===== src/hdl/dsp_pkg.sv =====
// Long loads pick r0 to r3 from bits 5:4 and pointer modify reads pointer 3:2 and mode 1:0
package dsp_pkg;

    localparam int data_w      = 16;
    localparam int addr_w      = 8;
    localparam int reg_idx_w   = 3;
    localparam int short_imm_w = 9;

    // T field codes with the low bit ignored for goto and short loads
    localparam logic [4:0] t_goto  = 5'b00000;
    localparam logic [4:0] t_short = 5'b00010;
    localparam logic [4:0] t_long  = 5'b01010;
    localparam logic [4:0] t_pmod  = 5'b01111;

    // Register file indices above the pointers
    localparam logic [reg_idx_w-1:0] reg_j  = 3'd4;
    localparam logic [reg_idx_w-1:0] reg_k  = 3'd5;
    localparam logic [reg_idx_w-1:0] reg_rb = 3'd6;
    localparam logic [reg_idx_w-1:0] reg_re = 3'd7;

    // Pointer post-modify modes
    localparam logic [1:0] mod_none = 2'd0;
    localparam logic [1:0] mod_inc  = 2'd1;
    localparam logic [1:0] mod_dec  = 2'd2;
    localparam logic [1:0] mod_incj = 2'd3;

    // APB byte addresses
    localparam logic [11:0] apb_ctrl_addr = 12'h400;
    localparam logic [11:0] apb_stat_addr = 12'h404;
    localparam logic [11:0] apb_reg_base  = 12'h420;

    // One instruction word in its two layouts
    typedef union packed {
        struct packed {
            logic [3:0]  t;
            logic [11:0] ja;            // Absolute target
        } jump_view;
        struct packed {
            logic [4:0]             t;
            logic [1:0]             rsel;   // j, k, rb, re
            logic [short_imm_w-1:0] imm;
        } short_view;
    } instr_u;

endpackage


===== src/hdl/dsp_ctrl.sv =====
// Only goto, short, long and pointer-modify words are legal and any other T ends the run
`timescale 1ns/1ps

module dsp_ctrl (
    input  logic                          clk,
    input  logic                          rst,
    input  logic                          start,
    input  logic [dsp_pkg::data_w-1:0]    rom_dout,
    output logic                          goto_ja,
    output logic [dsp_pkg::addr_w-1:0]    i_field,
    output logic                          short_load,
    output logic                          long_load,
    output logic                          pmod_en,
    output logic [1:0]                    mod_sel,
    output logic [dsp_pkg::reg_idx_w-1:0] r_field,
    output logic [dsp_pkg::short_imm_w-1:0] short_imm,
    output logic                          double,
    output logic                          fault
);
    import dsp_pkg::*;

    instr_u word;
    logic   armed;      // Start seen but first word not yet on rom_dout
    logic   active;     // rom_dout holds a word of the current run

    assign word = rom_dout;

    // Fields are captured every cycle and only used under a strobe
    always_ff @(posedge clk) begin
        i_field   <= word.jump_view.ja[addr_w-1:0];
        short_imm <= word.short_view.imm;
        mod_sel   <= rom_dout[1:0];
        if (word.short_view.t[4:1] == t_short[4:1]) begin
            r_field <= {1'b0, word.short_view.rsel} ^ reg_j;
        end else if (word.short_view.t == t_long) begin
            r_field <= {1'b0, rom_dout[5:4]};
        end else begin
            r_field <= {1'b0, rom_dout[3:2]};   // Pointer for modify
        end
    end

    always_ff @(posedge clk or posedge rst) begin
        if (rst) begin
            goto_ja    <= 1'b0;
            short_load <= 1'b0;
            long_load  <= 1'b0;
            pmod_en    <= 1'b0;
            double     <= 1'b0;
            fault      <= 1'b0;
            armed      <= 1'b0;
            active     <= 1'b0;
        end else begin
            // Every strobe drops after one cycle
            goto_ja    <= 1'b0;
            short_load <= 1'b0;
            long_load  <= 1'b0;
            pmod_en    <= 1'b0;
            double     <= 1'b0;
            armed      <= start;

            if (start) begin
                fault  <= 1'b0;
                active <= 1'b0;     // Counter restarts with the old word still in flight
            end else if (armed) begin
                active <= 1'b1;     // Word at address 0 arrives next cycle
            end else if (active && !double) begin
                if (word.jump_view.t == t_goto[4:1]) begin
                    goto_ja <= 1'b1;
                    double  <= 1'b1;    // Word behind the goto is dropped
                end else if (word.short_view.t[4:1] == t_short[4:1]) begin
                    short_load <= 1'b1;
                end else if (word.short_view.t == t_long) begin
                    long_load <= 1'b1;
                    double    <= 1'b1;  // Next word is the data
                end else if (word.short_view.t == t_pmod) begin
                    pmod_en <= 1'b1;
                end else begin
                    // Illegal T stops decoding until the next start
                    fault  <= 1'b1;
                    active <= 1'b0;
                end
            end
        end
    end

endmodule


===== config.mk =====
export PLATFORM = sky130hd
export DESIGN_NAME = dsp_ctrl
export DESIGN_NICKNAME = d
export VERILOG_FILES = /design/src/hdl/dsp_pkg.sv /design/src/hdl/dsp_ctrl.sv
export SDC_FILE = /design/constraint.sdc
export NUM_CORES = 1
export LEC_CHECK = 0
export BUFFER_PORTS_ARGS = -buffer_cell sky130_fd_sc_hd__buf_2
export CORE_MARGIN = 2
export CORE_UTILIZATION = 42
export CTS_CLUSTER_SIZE = 20
export DETAILED_ROUTE_END_ITERATION = 8
export PLACE_DENSITY_LB_ADDON = 0.05
export SYNTH_ARGS = -nofsm -noshare
export SYNTH_HDL_FRONTEND = slang
export SYNTH_SLANG_ARGS = --single-unit
export TNS_END_PERCENT = 1

===== constraint.sdc =====
create_clock -name clk -period 1.55 [get_ports clk]
set_clock_uncertainty 0.1 [all_clocks]
set_input_delay 0.31 -clock clk [delete_from_list [all_inputs] [get_ports clk]]
set_output_delay 0.31 -clock clk [all_outputs]
set_load 0.01 [all_outputs]

After elaboration in Yosys (flattened, before gate mapping)
Index checks and enable logic that the tools add are counted.
{"block": "classes", "n_reduce_logical": 7, "n_eq_ne": 12, "muxes": 42}
{"operator": "1-bit 2-to-1 mux", "n": 40}
{"operator": "3-bit inequality test (second input constant)", "n": 4}
{"operator": "5-bit by 4-bit equality test with 1-bit output (second input constant)", "n": 2}
{"operator": "2-bit inequality test (second input constant)", "n": 5}
{"operator": "6-bit AND reduction", "n": 1}
{"operator": "5-bit AND reduction", "n": 1}
{"operator": "4-bit by 1-bit equality test with 1-bit output (second input constant)", "n": 1}
{"operator": "4-bit logical NOT", "n": 1}
{"operator": "2-bit 2-to-1 mux", "n": 2}
{"operator": "3-bit nonzero test", "n": 1}
{"operator": "2-bit nonzero test", "n": 1}
{"operator": "1-bit logical AND", "n": 1}
{"operator": "1-bit logical NOT", "n": 1}
{"block": "word_totals", "elab_cells": 74, "ff_bits": 30, "out_inout_bits": 28, "in_bits": 19}

Depth between registers and ports, before layout
Gate-level depths: netlist (run 1).
{"block": "logic_depth", "ltp_word": 8, "depth_mapped": 4, "ltp_nobuf": 4}

Least setup slack after synthesis (run 1)
No wires, ideal clock.
{"block": "synth_path", "kind": "input-to-reg", "from": "in rom_dout[13] (netlist bit)", "to": "reg r_field[0] (netlist bit)", "setup_time_ps": 129, "t_arrival_ps": 1049, "n_path_buf": 0, "stages": 3, "path_slack_ps": 272, "required_ps": 1321, "path_cell_list": "or4b_4 > o311ai_0 > nand3_1"}
{"block": "synth_between", "elab_chain_len": 3, "elab_cells_between_ends": 4, "cone_classes": "eq/ne (2); mux (2)"}
{"item": "start: declaration", "line_no": "dsp_ctrl.sv:8", "rtl": "input logic [dsp_pkg::data_w-1:0] rom_dout,"}
{"item": "5-bit by 4-bit equality test with 1-bit output", "line_no": "dsp_ctrl.sv:35", "rtl": "end else if (word.short_view.t == t_long) begin"}
{"item": "2-bit 2-to-1 mux", "line_no": "dsp_ctrl.sv:35"}
{"item": "2-bit 2-to-1 mux *", "line_no": "dsp_ctrl.sv:33", "rtl": "if (word.short_view.t[4:1] == t_short[4:1]) begin"}
{"item": "end signal: assignment", "line_no": "dsp_ctrl.sv:34", "rtl": "r_field <= {1'b0, word.short_view.rsel} ^ reg_j;"}
{"item": "end signal: assignment", "line_no": "dsp_ctrl.sv:36", "rtl": "r_field <= {1'b0, rom_dout[5:4]};"}
{"item": "end signal: assignment", "line_no": "dsp_ctrl.sv:38", "rtl": "r_field <= {1'b0, rom_dout[3:2]};"}
{"item": "end: declaration", "line_no": "dsp_ctrl.sv:15", "rtl": "output logic [dsp_pkg::reg_idx_w-1:0] r_field,"}
Mark *: on every way between the ends. The rest lies on a longest branch, timed or not.
A chain may end at the register's enable or synchronous reset.

Final worst setup path (run 1)
{"block": "layout_path", "from": "reg double", "to": "out double"}
{"item": "start: declaration", "line_no": "dsp_ctrl.sv:17", "rtl": "output logic double,"}
{"item": "start signal: assignment", "line_no": "dsp_ctrl.sv:48", "rtl": "double <= 1'b0;"}
{"item": "start signal: assignment", "line_no": "dsp_ctrl.sv:58", "rtl": "double <= 1'b0;"}
{"item": "start signal: assignment", "line_no": "dsp_ctrl.sv:69", "rtl": "double <= 1'b1;"}
No word-level cell between the ends.

==> metrics.csv, run 1 <==
metric,value,unit
buffers and inverters on the worst path,1,
Die H,45.03,um
Core Region,0.001541,mm^2
detailed placer's ending HPWL,1.030,mm
Mapped Area,706.9,um^2
sequential-to-total area share from yosys stat,62.30,%
Initial Util,45.86,%
initial antenna violation count,0,
adder-cell share of the synthesized area,0,%
drt total wl,1.352,mm
IO buf count,46,
ant diodes,0,
Synth Net Count,84,
WS Path Type,reg2out,
pre-CTS setup slack,0.09947,ns
Die Wd,45.03,um
worst vdd ir,0.5670,mV
RSZ-0062 raised after global routing,no,
"Setup violations, final",0,
H-tree levels,1,
setup ws final,0.3210,ns
Net Sw Frac,22.43,%
worst-path fanout max,2,
"Gates resized, CTS repair",0,
post-synthesis simple-gate area fraction,17.35,%
sequential share of power,57.1,%
share of layout cells above drive strength 1,47.32,%
CTS tree,built,
Rel. slew slack,80.07,%
Required @ worst endpoint,1.14,ns
I/O Pins,47,
largest family of logic cells by synthesized area,simple AND/OR/NAND/NOR gates,
Power Internal,742.6,uW
Max Clock Freq,813.6,MHz
clock root buffer,clkbuf_4,
max-slew violations,0,
WL/cell,10.56,um
slowest CP cell,dfrtp_1,
Net Sw Power,214.7,uW
static leakage,0.0005380,uW
FP Rows,14,
GP Congestion,0.7335,
crit share post-route,79.29,%
CTS Buf Count,3,
Iter 0 DRT Violations,1,
TritonCTS sink count,20,
gr usage total,14.02,%
hold slack final,0.02727,ns
DRC,0,
Worst path max stage delay,0.39,ns
CP Launch Type,flop,
Hold WC Path Type,in2reg,
critical path cell sequence,buf_2,
Max clock buf depth,2,
clock latency on the worst-skew pair,0.29,ns
largest net degree at the start of global routing,12,
router iterations before antenna repair,2,
Maximum Capacitance Violations,0,
Synth Warn #,0,
proportion of synthesized area in mux cells,0,%
first-pass GRT wire length,2.007,mm
via count,584,
vias in the first global route,505,
Final Hold Fails,0,
family with the most delay on the worst path,flip-flops,
clk slew on worst S/H paths,0.10,ns
Syn Inst Count,65,
Die ar.,0.002027,mm^2
run status,"finished, final reports clean",
clock network fraction of total power,30.1,%
Seq cells post-synth,20,
post-synthesis xor/xnor area fraction,0,%
post-synth cell types,17,
Layout area overhead,39.47,%
Compound-Gate Fraction of Synth Area,7.611,%
vias per inst,4.563,
power per cell area,971.0,mW/mm^2
Syn Area/Cell,10.88,um^2
fin nets,132,
GRT overflow,0,
Final Critical Period,1.229,ns
crit path capture type,primary output,
Least-Margin Pin Slew,0.2951,ns
"Data arrival, critical path",0.82,ns
ANT nets after route,0,
Total Neg Setup Slack,0,ns
Comb pwr share,12.7,%
==> cells in the mapped netlist <==
cell | instances | share of area, %
a211oi_1 | 1 | 1.1
a21oi_1 | 2 | 1.4
a41o_1 | 1 | 1.4
and3_2 | 1 | 1.1
and3b_1 | 1 | 1.2
buf_4 | 10 | 11
dfrtp_1 | 8 | 28
dfxtp_1 | 12 | 34
inv_1 | 4 | 2.1
nand2_1 | 4 | 2.1
nand3_1 | 6 | 4.2
nand3b_1 | 1 | 1.1
nor2_1 | 9 | 4.8
nor2b_1 | 1 | 0.89
o221ai_1 | 1 | 1.2
o311ai_0 | 2 | 2.5
or4b_4 | 1 | 1.9
==> metal layers <==
layer / GRT usage [%] / part of all wire (%) / vias up
li1: - / - / 302
met4: 8.824 / 2.2 / 0
met2: 21.71 / 46 / 31
met1: 17.36 / 42 / 247
met5: 0 / 0 / -
met3: 3.600 / 9.5 / 4
==> kinds of logic (layout without fill, tap and decap cells) <==
group / Yosys count / in the layout
buf+inv: 14 / 61
compound gates: 7 / 7
flops: 20 / 20
simple gates: 24 / 24
==> layout by cell type (no fill, tap or decap), types with 2 or more instances in the layout <==
master and n:
clkbuf_4 3, buf_2 46, dfrtp_1 8, dfxtp_1 12
dlygate4sd3_1 6, a21oi_1 2, nor2_1 9, nand2_1 4
nand3_1 6, o311ai_0 2, inv_1 4
==> per-stage QoR <==
stage	total power, uW	util (%)	instances	area (um^2)
2_1_floorplan	620.4	-	65	706.9
3_3_place_gp	667.2	57.71	118	889.6
3_5_place_dp	669.7	57.71	118	889.6
4_1_cts	957.0	60.71	123	935.9
5_1_grt	1011	63.96	128	985.9
6_report	957.3	63.96	128	985.9
==> power groups by stage <==
stage,sequential [uW],clock [uW],combinational (uW)
final,547,289,122
after floorplan,569,0,51.5
after detailed placement,559,0,111
after global placement,557,0,110
after global routing,550,325,136
after CTS,547,296,113
==> path summary, 6_finish.rpt <==
path,startpoint,endpoint,slack [ns],depth (start not counted)
worst min register to register,armed,active,0.46,2
worst min-delay path,rom_dout[3],short_imm[3],0.03,1
worst max register to register,double,double,0.48,3
worst max-delay path,double,double,0.32,1
min in group asynchronous,rst,pmod_en,0.39,3
max in group asynchronous,rst,armed,0.74,3
==> cell type report <==
cell class	instances	area, um^2
fillers	133	555.5
flip-flops and latches	20	440.4
repair buffers	53	297.8
multi-input cells	31	176.4
clock buffers	4	36.28
well taps	16	20.02
inverters	4	15.01
==> timing repair <==
action	in CTS	in global routing
endpoints found under the hold margin	8	5
setup buffers	0	0
hold buffers	1	5
==> registers in the layout (all words and copies together), names as in the netlist <==
register    cells
pmod_en         1
active          1
short_imm       9
short_load      1
fault           1
double          1
long_load       1
armed           1
r_field         3
goto_ja         1
Power figures use the tool's default switching activity.
==> run 2, diff against run 1 <==
--- a/config.mk
+++ b/config.mk
@@ -5,9 +5,11 @@
 export SDC_FILE = /design/constraint.sdc
 export NUM_CORES = 1
 export LEC_CHECK = 0
+export ABC_AREA = 1
 export BUFFER_PORTS_ARGS = -buffer_cell sky130_fd_sc_hd__buf_2
+export CORE_ASPECT_RATIO = 0.7
 export CORE_MARGIN = 2
-export CORE_UTILIZATION = 42
+export CORE_UTILIZATION = 36
 export CTS_CLUSTER_SIZE = 20
 export DETAILED_ROUTE_END_ITERATION = 8
 export PLACE_DENSITY_LB_ADDON = 0.05
==> constraint.sdc (replaced) <==
create_clock -name clk -period 1.1 [get_ports clk]
set_clock_uncertainty 0.1 [all_clocks]
set_input_delay 0.22 -clock clk [delete_from_list [all_inputs] [get_ports clk]]
set_output_delay 0.22 -clock clk [all_outputs]
set_load 0.01 [all_outputs]
==> run 2 against run 1 <==
  * The flow now finishes with violations (negative setup slack)
  * Cell count rose by 18%
  * Worst setup slack got worse by 0.48 ns
  * Design area rose by 19%
  * Power rose by 66%
  * First-iteration DRC count rose to 6.0 times the previous value
  * Die area rose by 21%
  * Synthesized cell count rose by 17%
  * Clock-buffer cell count fell by 1
  * Synthesized area rose by 5.3%
  * Highest routed layer is now met3
==> metrics.csv, run 2 <==
metric,value,unit,change
run status,"finished, violations left",,
failing checks,negative setup slack,,
Die Wd,58.35,um,+30%
CP Launch Type,flop,,
Cells after DPL,135,,+14%
Initial Util,39.12,%,-6.7 points
Net Sw Frac,21.70,%,-0.73 points
Final Hold Fails,0,,unchanged
Syn Area/Cell,9.796,um^2,-9.9%
cell with the most instances after synthesis,dfxtp_1,,
Synth area leaders,"dfxtp_1 (32%), dfrtp_1 (27%), buf_4 (10%)",,
post-synth cell types,18,,+1
first-pass GRT wire length,2.415,mm,+20%
CTS tree,built,,
Mapped Area,744.5,um^2,+5.3%
H-tree levels,1,,unchanged
vias in the first global route,624,,+24%
Net Sw Power,345.5,uW,+61%
Worst path max stage delay,0.41,ns,+0.02 ns
Iter 0 DRT Violations,6,,+5
initial antenna violation count,0,,unchanged
static leakage,0.0005986,uW,+11%
fin nets,149,,+13%
GP Congestion,0.7162,,-2.4%
GRT Max-Usage Layer,met2,,
most frequent cells in the layout,"buf_2 (39), dlygate4sd3_1 (12), inv_1 (9), nand2_1 (9), dfxtp_2 (9)",,
clock latency on the worst-skew pair,0.30,ns,about the same
TritonCTS sink count,20,,unchanged
Required @ worst endpoint,0.78,ns,-0.36 ns
buffers and inverters on the worst path,2,,+1
power per cell area,1352,mW/mm^2,+39%
WL/cell,9.874,um,-6.5%
Hold Path Cell Cnt,3,,+2
Hold WC Path Type,in2reg,,
Max clock buf depth,2,,unchanged
largest net degree at the start of global routing,13,,+1
met2 GRT Util,21.57,%,-0.14 points
crit share post-route,114.4,%,
"non-filler cells, final",151,,+18%
CP Depth,2,,+1
R2R cell count,5,,+2
Final Critical Period,1.258,ns,
detailed placer's ending HPWL,1.100,mm,+6.7%
clock root buffer,clkbuf_4,,
sequential-to-total area share from yosys stat,59.16,%,-3.1 points
via count,629,,+7.7%
Syn Inst Count,76,,+17%
ANT nets after route,0,,unchanged
vias per inst,4.166,,-8.7%
pre-CTS setup slack,-0.006062,ns,-0.1055 ns
Synth Flop Type,dfxtp_1,,
"Setup violations, final",7,,+7
GRT overflow,0,,unchanged
worst vdd ir,1.200,mV,+110%
"commonest non-fill, non-tap cell in the layout",buf_2,,
setup ws final,-0.1580,ns,-0.4790 ns
area fraction of the dominant cell type after synthesis,32.27,%,-1.7 points
Synth area leader,dfxtp_1,,
Total Neg Setup Slack,-0.3645,ns,-0.3645 ns
Synth Warn #,0,,unchanged
family with the most delay on the worst path,flip-flops,,
routing usage on met3,6.481,%,+2.9 points
Biggest register,short_imm,,
Die ar.,0.002453,mm^2,+21%
DRC,0,,unchanged
RSZ-0062 raised after global routing,yes,,
Power Internal,1247,uW,+68%
Hold Crit Endpoint,r_field[1],,
Rel. slew slack,80.02,%,about the same
top post-synthesis cells by count,"dfxtp_1 (12), buf_4 (10), nand2_1 (10)",,
postcts setup bufs,0,,unchanged
critical path cell sequence,buf_6 > buf_6,,
area post-placement,934.6,um^2,+5.1%
IO buf count,46,,unchanged
Comb pwr share,13.5,%,+0.8 points
slowest CP cell,dfrtp_1,,
I/O Pins,47,,unchanged
max FFs per register,9,,unchanged
Synth async-reset ratio,40.00,%,unchanged
Synth Net Count,95,,+13%
drt total wl,1.491,mm,+10%
FP Rows,13,,-1
router iterations before antenna repair,2,,unchanged
reg2reg setup slack,-0.01,ns,-0.49 ns
Least-Margin Pin Slew,0.2993,ns,+0.004199 ns
FF-to-FF End,active,,
ant diodes,0,,unchanged
clk slew on worst S/H paths,0.11,ns,about the same
Maximum Capacitance Violations,0,,unchanged
cell mode on critical path,buf_6,,
share of layout cells above drive strength 1,56.59,%,+9.3 points
CTS Buf Count,3,,unchanged
Max Clock Freq,794.9,MHz,
Die H,42.05,um,-6.6%
Layout area overhead,58.15,%,
hold slack final,0.01911,ns,-0.008155 ns
crit path capture type,primary output,,
post-route cell area,0.001177,mm^2,+19%
clock network fraction of total power,37.5,%,+7.4 points
Seq cells post-synth,20,,unchanged
"EDFF count, synth",0,,unchanged
leading registers by flop count,"short_imm x9, r_field x3",,
worst-path fanout max,2,,unchanged
max-slew violations,0,,unchanged
FF-to-FF Start,double,,
HP Start,rom_dout[10],,
"Data arrival, critical path",0.94,ns,+0.12 ns
GR Util met1,14.53,%,-2.8 points
WS Path Type,reg2out,,
Core Region,0.001903,mm^2,+23%
sequential share of power,48.9,%,-8.2 points
gr usage total,12.65,%,-1.4 points
==> run 2: logic make-up (layout without fill, tap and decap cells) <==
| group | count (synthesis) | after routing | share of synthesized area, % |
|---|---|---|---|
| and+or+nand+nor | 28 | 28 | 20.00 |
| buffers and inverters | 21 | 74 | 15.63 |
| DFF | 20 | 20 | 59.16 |
| AOI/OAI and AO/OA | 7 | 7 | 5.210 |
==> run 2: power by group through the flow <==
stage / Clock [uW] / Sequential (uW) / Combinational (uW)
2_1_floorplan: 0 / 805 / 92.0
3_3_place_gp: 0 / 788 / 171
3_5_place_dp: 0 / 790 / 172
4_1_cts: 611 / 777 / 204
5_1_grt: 652 / 783 / 240
6_report: 597 / 779 / 216
==> run 2: how the worst max path moves through the flow <==
stage / from / end
floorplan: double / active
global placement: rom_dout[13] / double
detailed placement: rom_dout[13] / r_field[1]
CTS: double / double
global route: double / double
finish: double / double
==> run 2: repair_timing <==
action	4_1_cts	5_1_grt
hold buffers	11	1
endpoints found under the hold margin	19	1
endpoints found under the setup margin	22	35
gates resized for setup	10	11
==> run 2: per-layer routing <==
layer | part of all wire, % | wire length (um) | vias up
met4 | 0 | 0 | 0
met2 | 47 | 707 | 29
li1 | - | - | 330
met3 | 11 | 159 | 0
met1 | 42 | 623 | 270
met5 | 0 | 0 | -
==> run 2: final cells by class <==
class                      instances  area (um^2)
fill                             176        725.7
sequential                        20        451.7
timing repair buffer              59        405.4
multi-input combinational         35        198.9
inverter                          11        41.29
clock inverter                     1        30.03
tap                               22        27.53
clock buffer                       3        22.52
==> run 2: tightest hold or removal path: stages <==
cell	delay, ns
buf_2	0.08
nand2_1	0.04
o21ai_1	0.06
==> run 2: per-stage QoR <==
step	total power [uW]	util (%)
global route	1675	61.87
detailed placement	961.7	49.11
finish	1592	61.87
floorplan	896.9	-
global placement	958.8	49.11
CTS	1592	59.04
==> run 3, diff against run 2 <==
--- a/config.mk
+++ b/config.mk
@@ -5,14 +5,14 @@
 export SDC_FILE = /design/constraint.sdc
 export NUM_CORES = 1
 export LEC_CHECK = 0
-export ABC_AREA = 1
 export BUFFER_PORTS_ARGS = -buffer_cell sky130_fd_sc_hd__buf_2
 export CORE_ASPECT_RATIO = 0.7
 export CORE_MARGIN = 2
-export CORE_UTILIZATION = 36
+export CORE_UTILIZATION = 35
 export CTS_CLUSTER_SIZE = 20
 export DETAILED_ROUTE_END_ITERATION = 8
 export PLACE_DENSITY_LB_ADDON = 0.05
+export SETUP_SLACK_MARGIN = 0.5
 export SYNTH_ARGS = -nofsm -noshare
 export SYNTH_HDL_FRONTEND = slang
 export SYNTH_SLANG_ARGS = --single-unit
==> run 3 against run 2 <==
  * The run ends with negative hold slack, negative setup slack left
  * Cell count shrank 11%
  * Non-clock buffer count shrank 6
  * Sequential share of layout area grew 2.3 points
  * Clock-buffer cell count is the same
  * Via count is the same
  * Routed wire length grew 0.94%
  * Design area shrank 5.7%
  * Sequential power is essentially flat
  * Die area shrank 2.1%
  * Highest routed layer is now met4
==> metrics.csv, run 3 (synthesized netlist as in run 1, its figures left out) <==
metric,value,unit,change
crit share post-route,104.9,%,-9.5 points
clock latency on the worst-skew pair,0.31,ns,about the same
family with the most delay on the worst path,flip-flops,,
clk slew on worst S/H paths,0.12,ns,about the same
Max clock buf depth,2,,unchanged
routed wl met2,654,um,-7.5%
WL/cell,11.23,um,+14%
Required @ worst endpoint,0.78,ns,about the same
slowest CP cell,dfrtp_1,,
clock network fraction of total power,37.9,%,+0.4 points
Worst path max stage delay,0.39,ns,-0.02 ns
fin nets,132,,-11%
ant diodes,0,,unchanged
Net Sw Frac,21.95,%,+0.25 points
fill cell count,168,,-4.5%
GRT overflow,0,,unchanged
H-tree levels,1,,unchanged
max-slew violations,0,,unchanged
Iter 0 DRT Violations,8,,+2
WS Path Type,reg2out,,
CP Launch Type,flop,,
power per cell area,1437,mW/mm^2,+6.2%
Net Sw Power,350.1,uW,+1.3%
met3 wire length,185,um,+16%
Final Critical Period,1.154,ns,-0.1043 ns
router iterations before antenna repair,4,,+2
TritonCTS sink count,20,,unchanged
ANT nets after route,0,,unchanged
worst-path fanout max,1,,-1
share of layout cells above drive strength 1,65.18,%,+8.6 points
run status,"finished, violations left",,
"Setup violations, final",6,,-1
vias per inst,4.694,,+13%
failing checks,"negative hold slack, negative setup slack",,
DRC,0,,unchanged
Final Hold Fails,19,,+19
drt total wl,1.505,mm,+0.94%
clock root buffer,clkbuf_4,,
buffers and inverters on the worst path,1,,-1
critical path cell sequence,buf_2,,
hold slack final,-0.2737,ns,-0.2929 ns
"Data arrival, critical path",0.83,ns,-0.11 ns
leading registers by flop count,"short_imm x9, r_field x3",,
GP Congestion,0.7547,,+5.4%
IO buf count,46,,unchanged
Metal-1 WL,654,um,+5.0%
Initial Util,37.47,%,-1.7 points
DR top layer,met4,,
Final Power,1595,uW,+0.15%
crit path capture type,primary output,,
RSZ-0062 raised after global routing,yes,,
Die ar.,0.002401,mm^2,-2.1%
vias in the first global route,479,,-23%
static leakage,0.0005813,uW,-2.9%
setup ws final,-0.05370,ns,+0.1043 ns
Core Region,0.001887,mm^2,-0.85%
Die H,41.60,um,-1.1%
detailed placer's ending HPWL,1.102,mm,+0.15%
largest net degree at the start of global routing,13,,unchanged
FP Rows,13,,unchanged
"commonest non-fill, non-tap cell in the layout",buf_2,,
Comb pwr share,13.4,%,about the same
most frequent cells in the layout,"buf_2 (37), nor2_1 (9), buf_6 (9), dfxtp_2 (9), dfrtp_1 (8)",,
initial antenna violation count,0,,unchanged
first-pass GRT wire length,2.097,mm,-13%
I/O Pins,47,,unchanged
gr usage total,11.61,%,-1.0 points
Power Internal,1245,uW,-0.17%
worst vdd ir,1.276,mV,+6.3%
Biggest register,short_imm,,
CTS tree,built,,
Hold WC Path Type,in2async,,
Layout area overhead,56.99,%,
Max Clock Freq,866.8,MHz,+9.0%
via count,629,,unchanged
Least-Margin Pin Slew,0.3058,ns,+0.006446 ns
sequential share of power,48.8,%,about the same
Die Wd,57.72,um,-1.1%
CTS Buf Count,3,,unchanged
Rel. slew slack,79.59,%,-0.43 points
max FFs per register,9,,unchanged
Maximum Capacitance Violations,0,,unchanged
[run 3: worst paths after layout]
| path | start | to | slack, ns | cells after the start |
|---|---|---|---|---|
| setup / recovery | pmod_en | pmod_en | -0.05 | 1 |
| min in group clk | rom_dout[1] | short_imm[1] | -0.09 | 1 |
| hold reg to reg | armed | active | 0.49 | 2 |
| setup reg to reg | double | fault | 0.09 | 3 |
| hold / removal | rst | short_load | -0.27 | 2 |
| max in group asynchronous | rst | long_load | 0.93 | 2 |
[run 3: per-layer routing]
| layer | GRT usage (%) | vias up |
|---|---|---|
| li1 | - | 304 |
| met1 | 15.38 | 283 |
| met2 | 16.59 | 40 |
| met3 | 6.231 | 2 |
| met4 | 2.791 | 0 |
| met5 | 0 | - |
[run 3: stage by stage]
step / setup slack [ns] / instances / TNS [ns] / instance area [um^2] / utilization [%]
after floorplan: -0.05186 / 65 / -0.1037 / 706.9 / -
after global placement: -0.1989 / 130 / -0.8405 / 942.2 / 49.93
after detailed placement: -0.2156 / 130 / -0.9057 / 942.2 / 49.93
after CTS: -0.07502 / 134 / -0.3564 / 1037 / 54.97
after global routing: -0.1082 / 134 / -0.9907 / 1110 / 58.82
final: -0.05370 / 134 / -0.2573 / 1110 / 58.82
[run 3: timing repair]
| action | in CTS | in global routing |
|---|---|---|
| setup endpoints to repair | 38 | 38 |
| hold endpoints to repair | 21 | 19 |
| setup buffers | 0 | 0 |
| resized for setup | 14 | 12 |
| pin swaps | 3 | 3 |
[run 3: area by class of cell]
cell class	instances	area (um^2)	area share [%]
Tap cell	22	27.53	2.480
Timing Repair Buffer	53	339.1	30.55
Clock inverter	1	30.03	2.706
Inverter	4	17.52	1.578
Clock buffer	3	22.52	2.029
Multi-Input combinational cell	31	221.5	19.95
Sequential cell	20	451.7	40.70
[run 3: power groups by stage]
stage / sequential, uW / clock (uW) / combinational (uW)
after floorplan: 802 / 0 / 73.0
after global placement: 785 / 0 / 174
after detailed placement: 786 / 0 / 174
after CTS: 774 / 622 / 186
after global routing: 781 / 654 / 232
final: 778 / 604 / 213
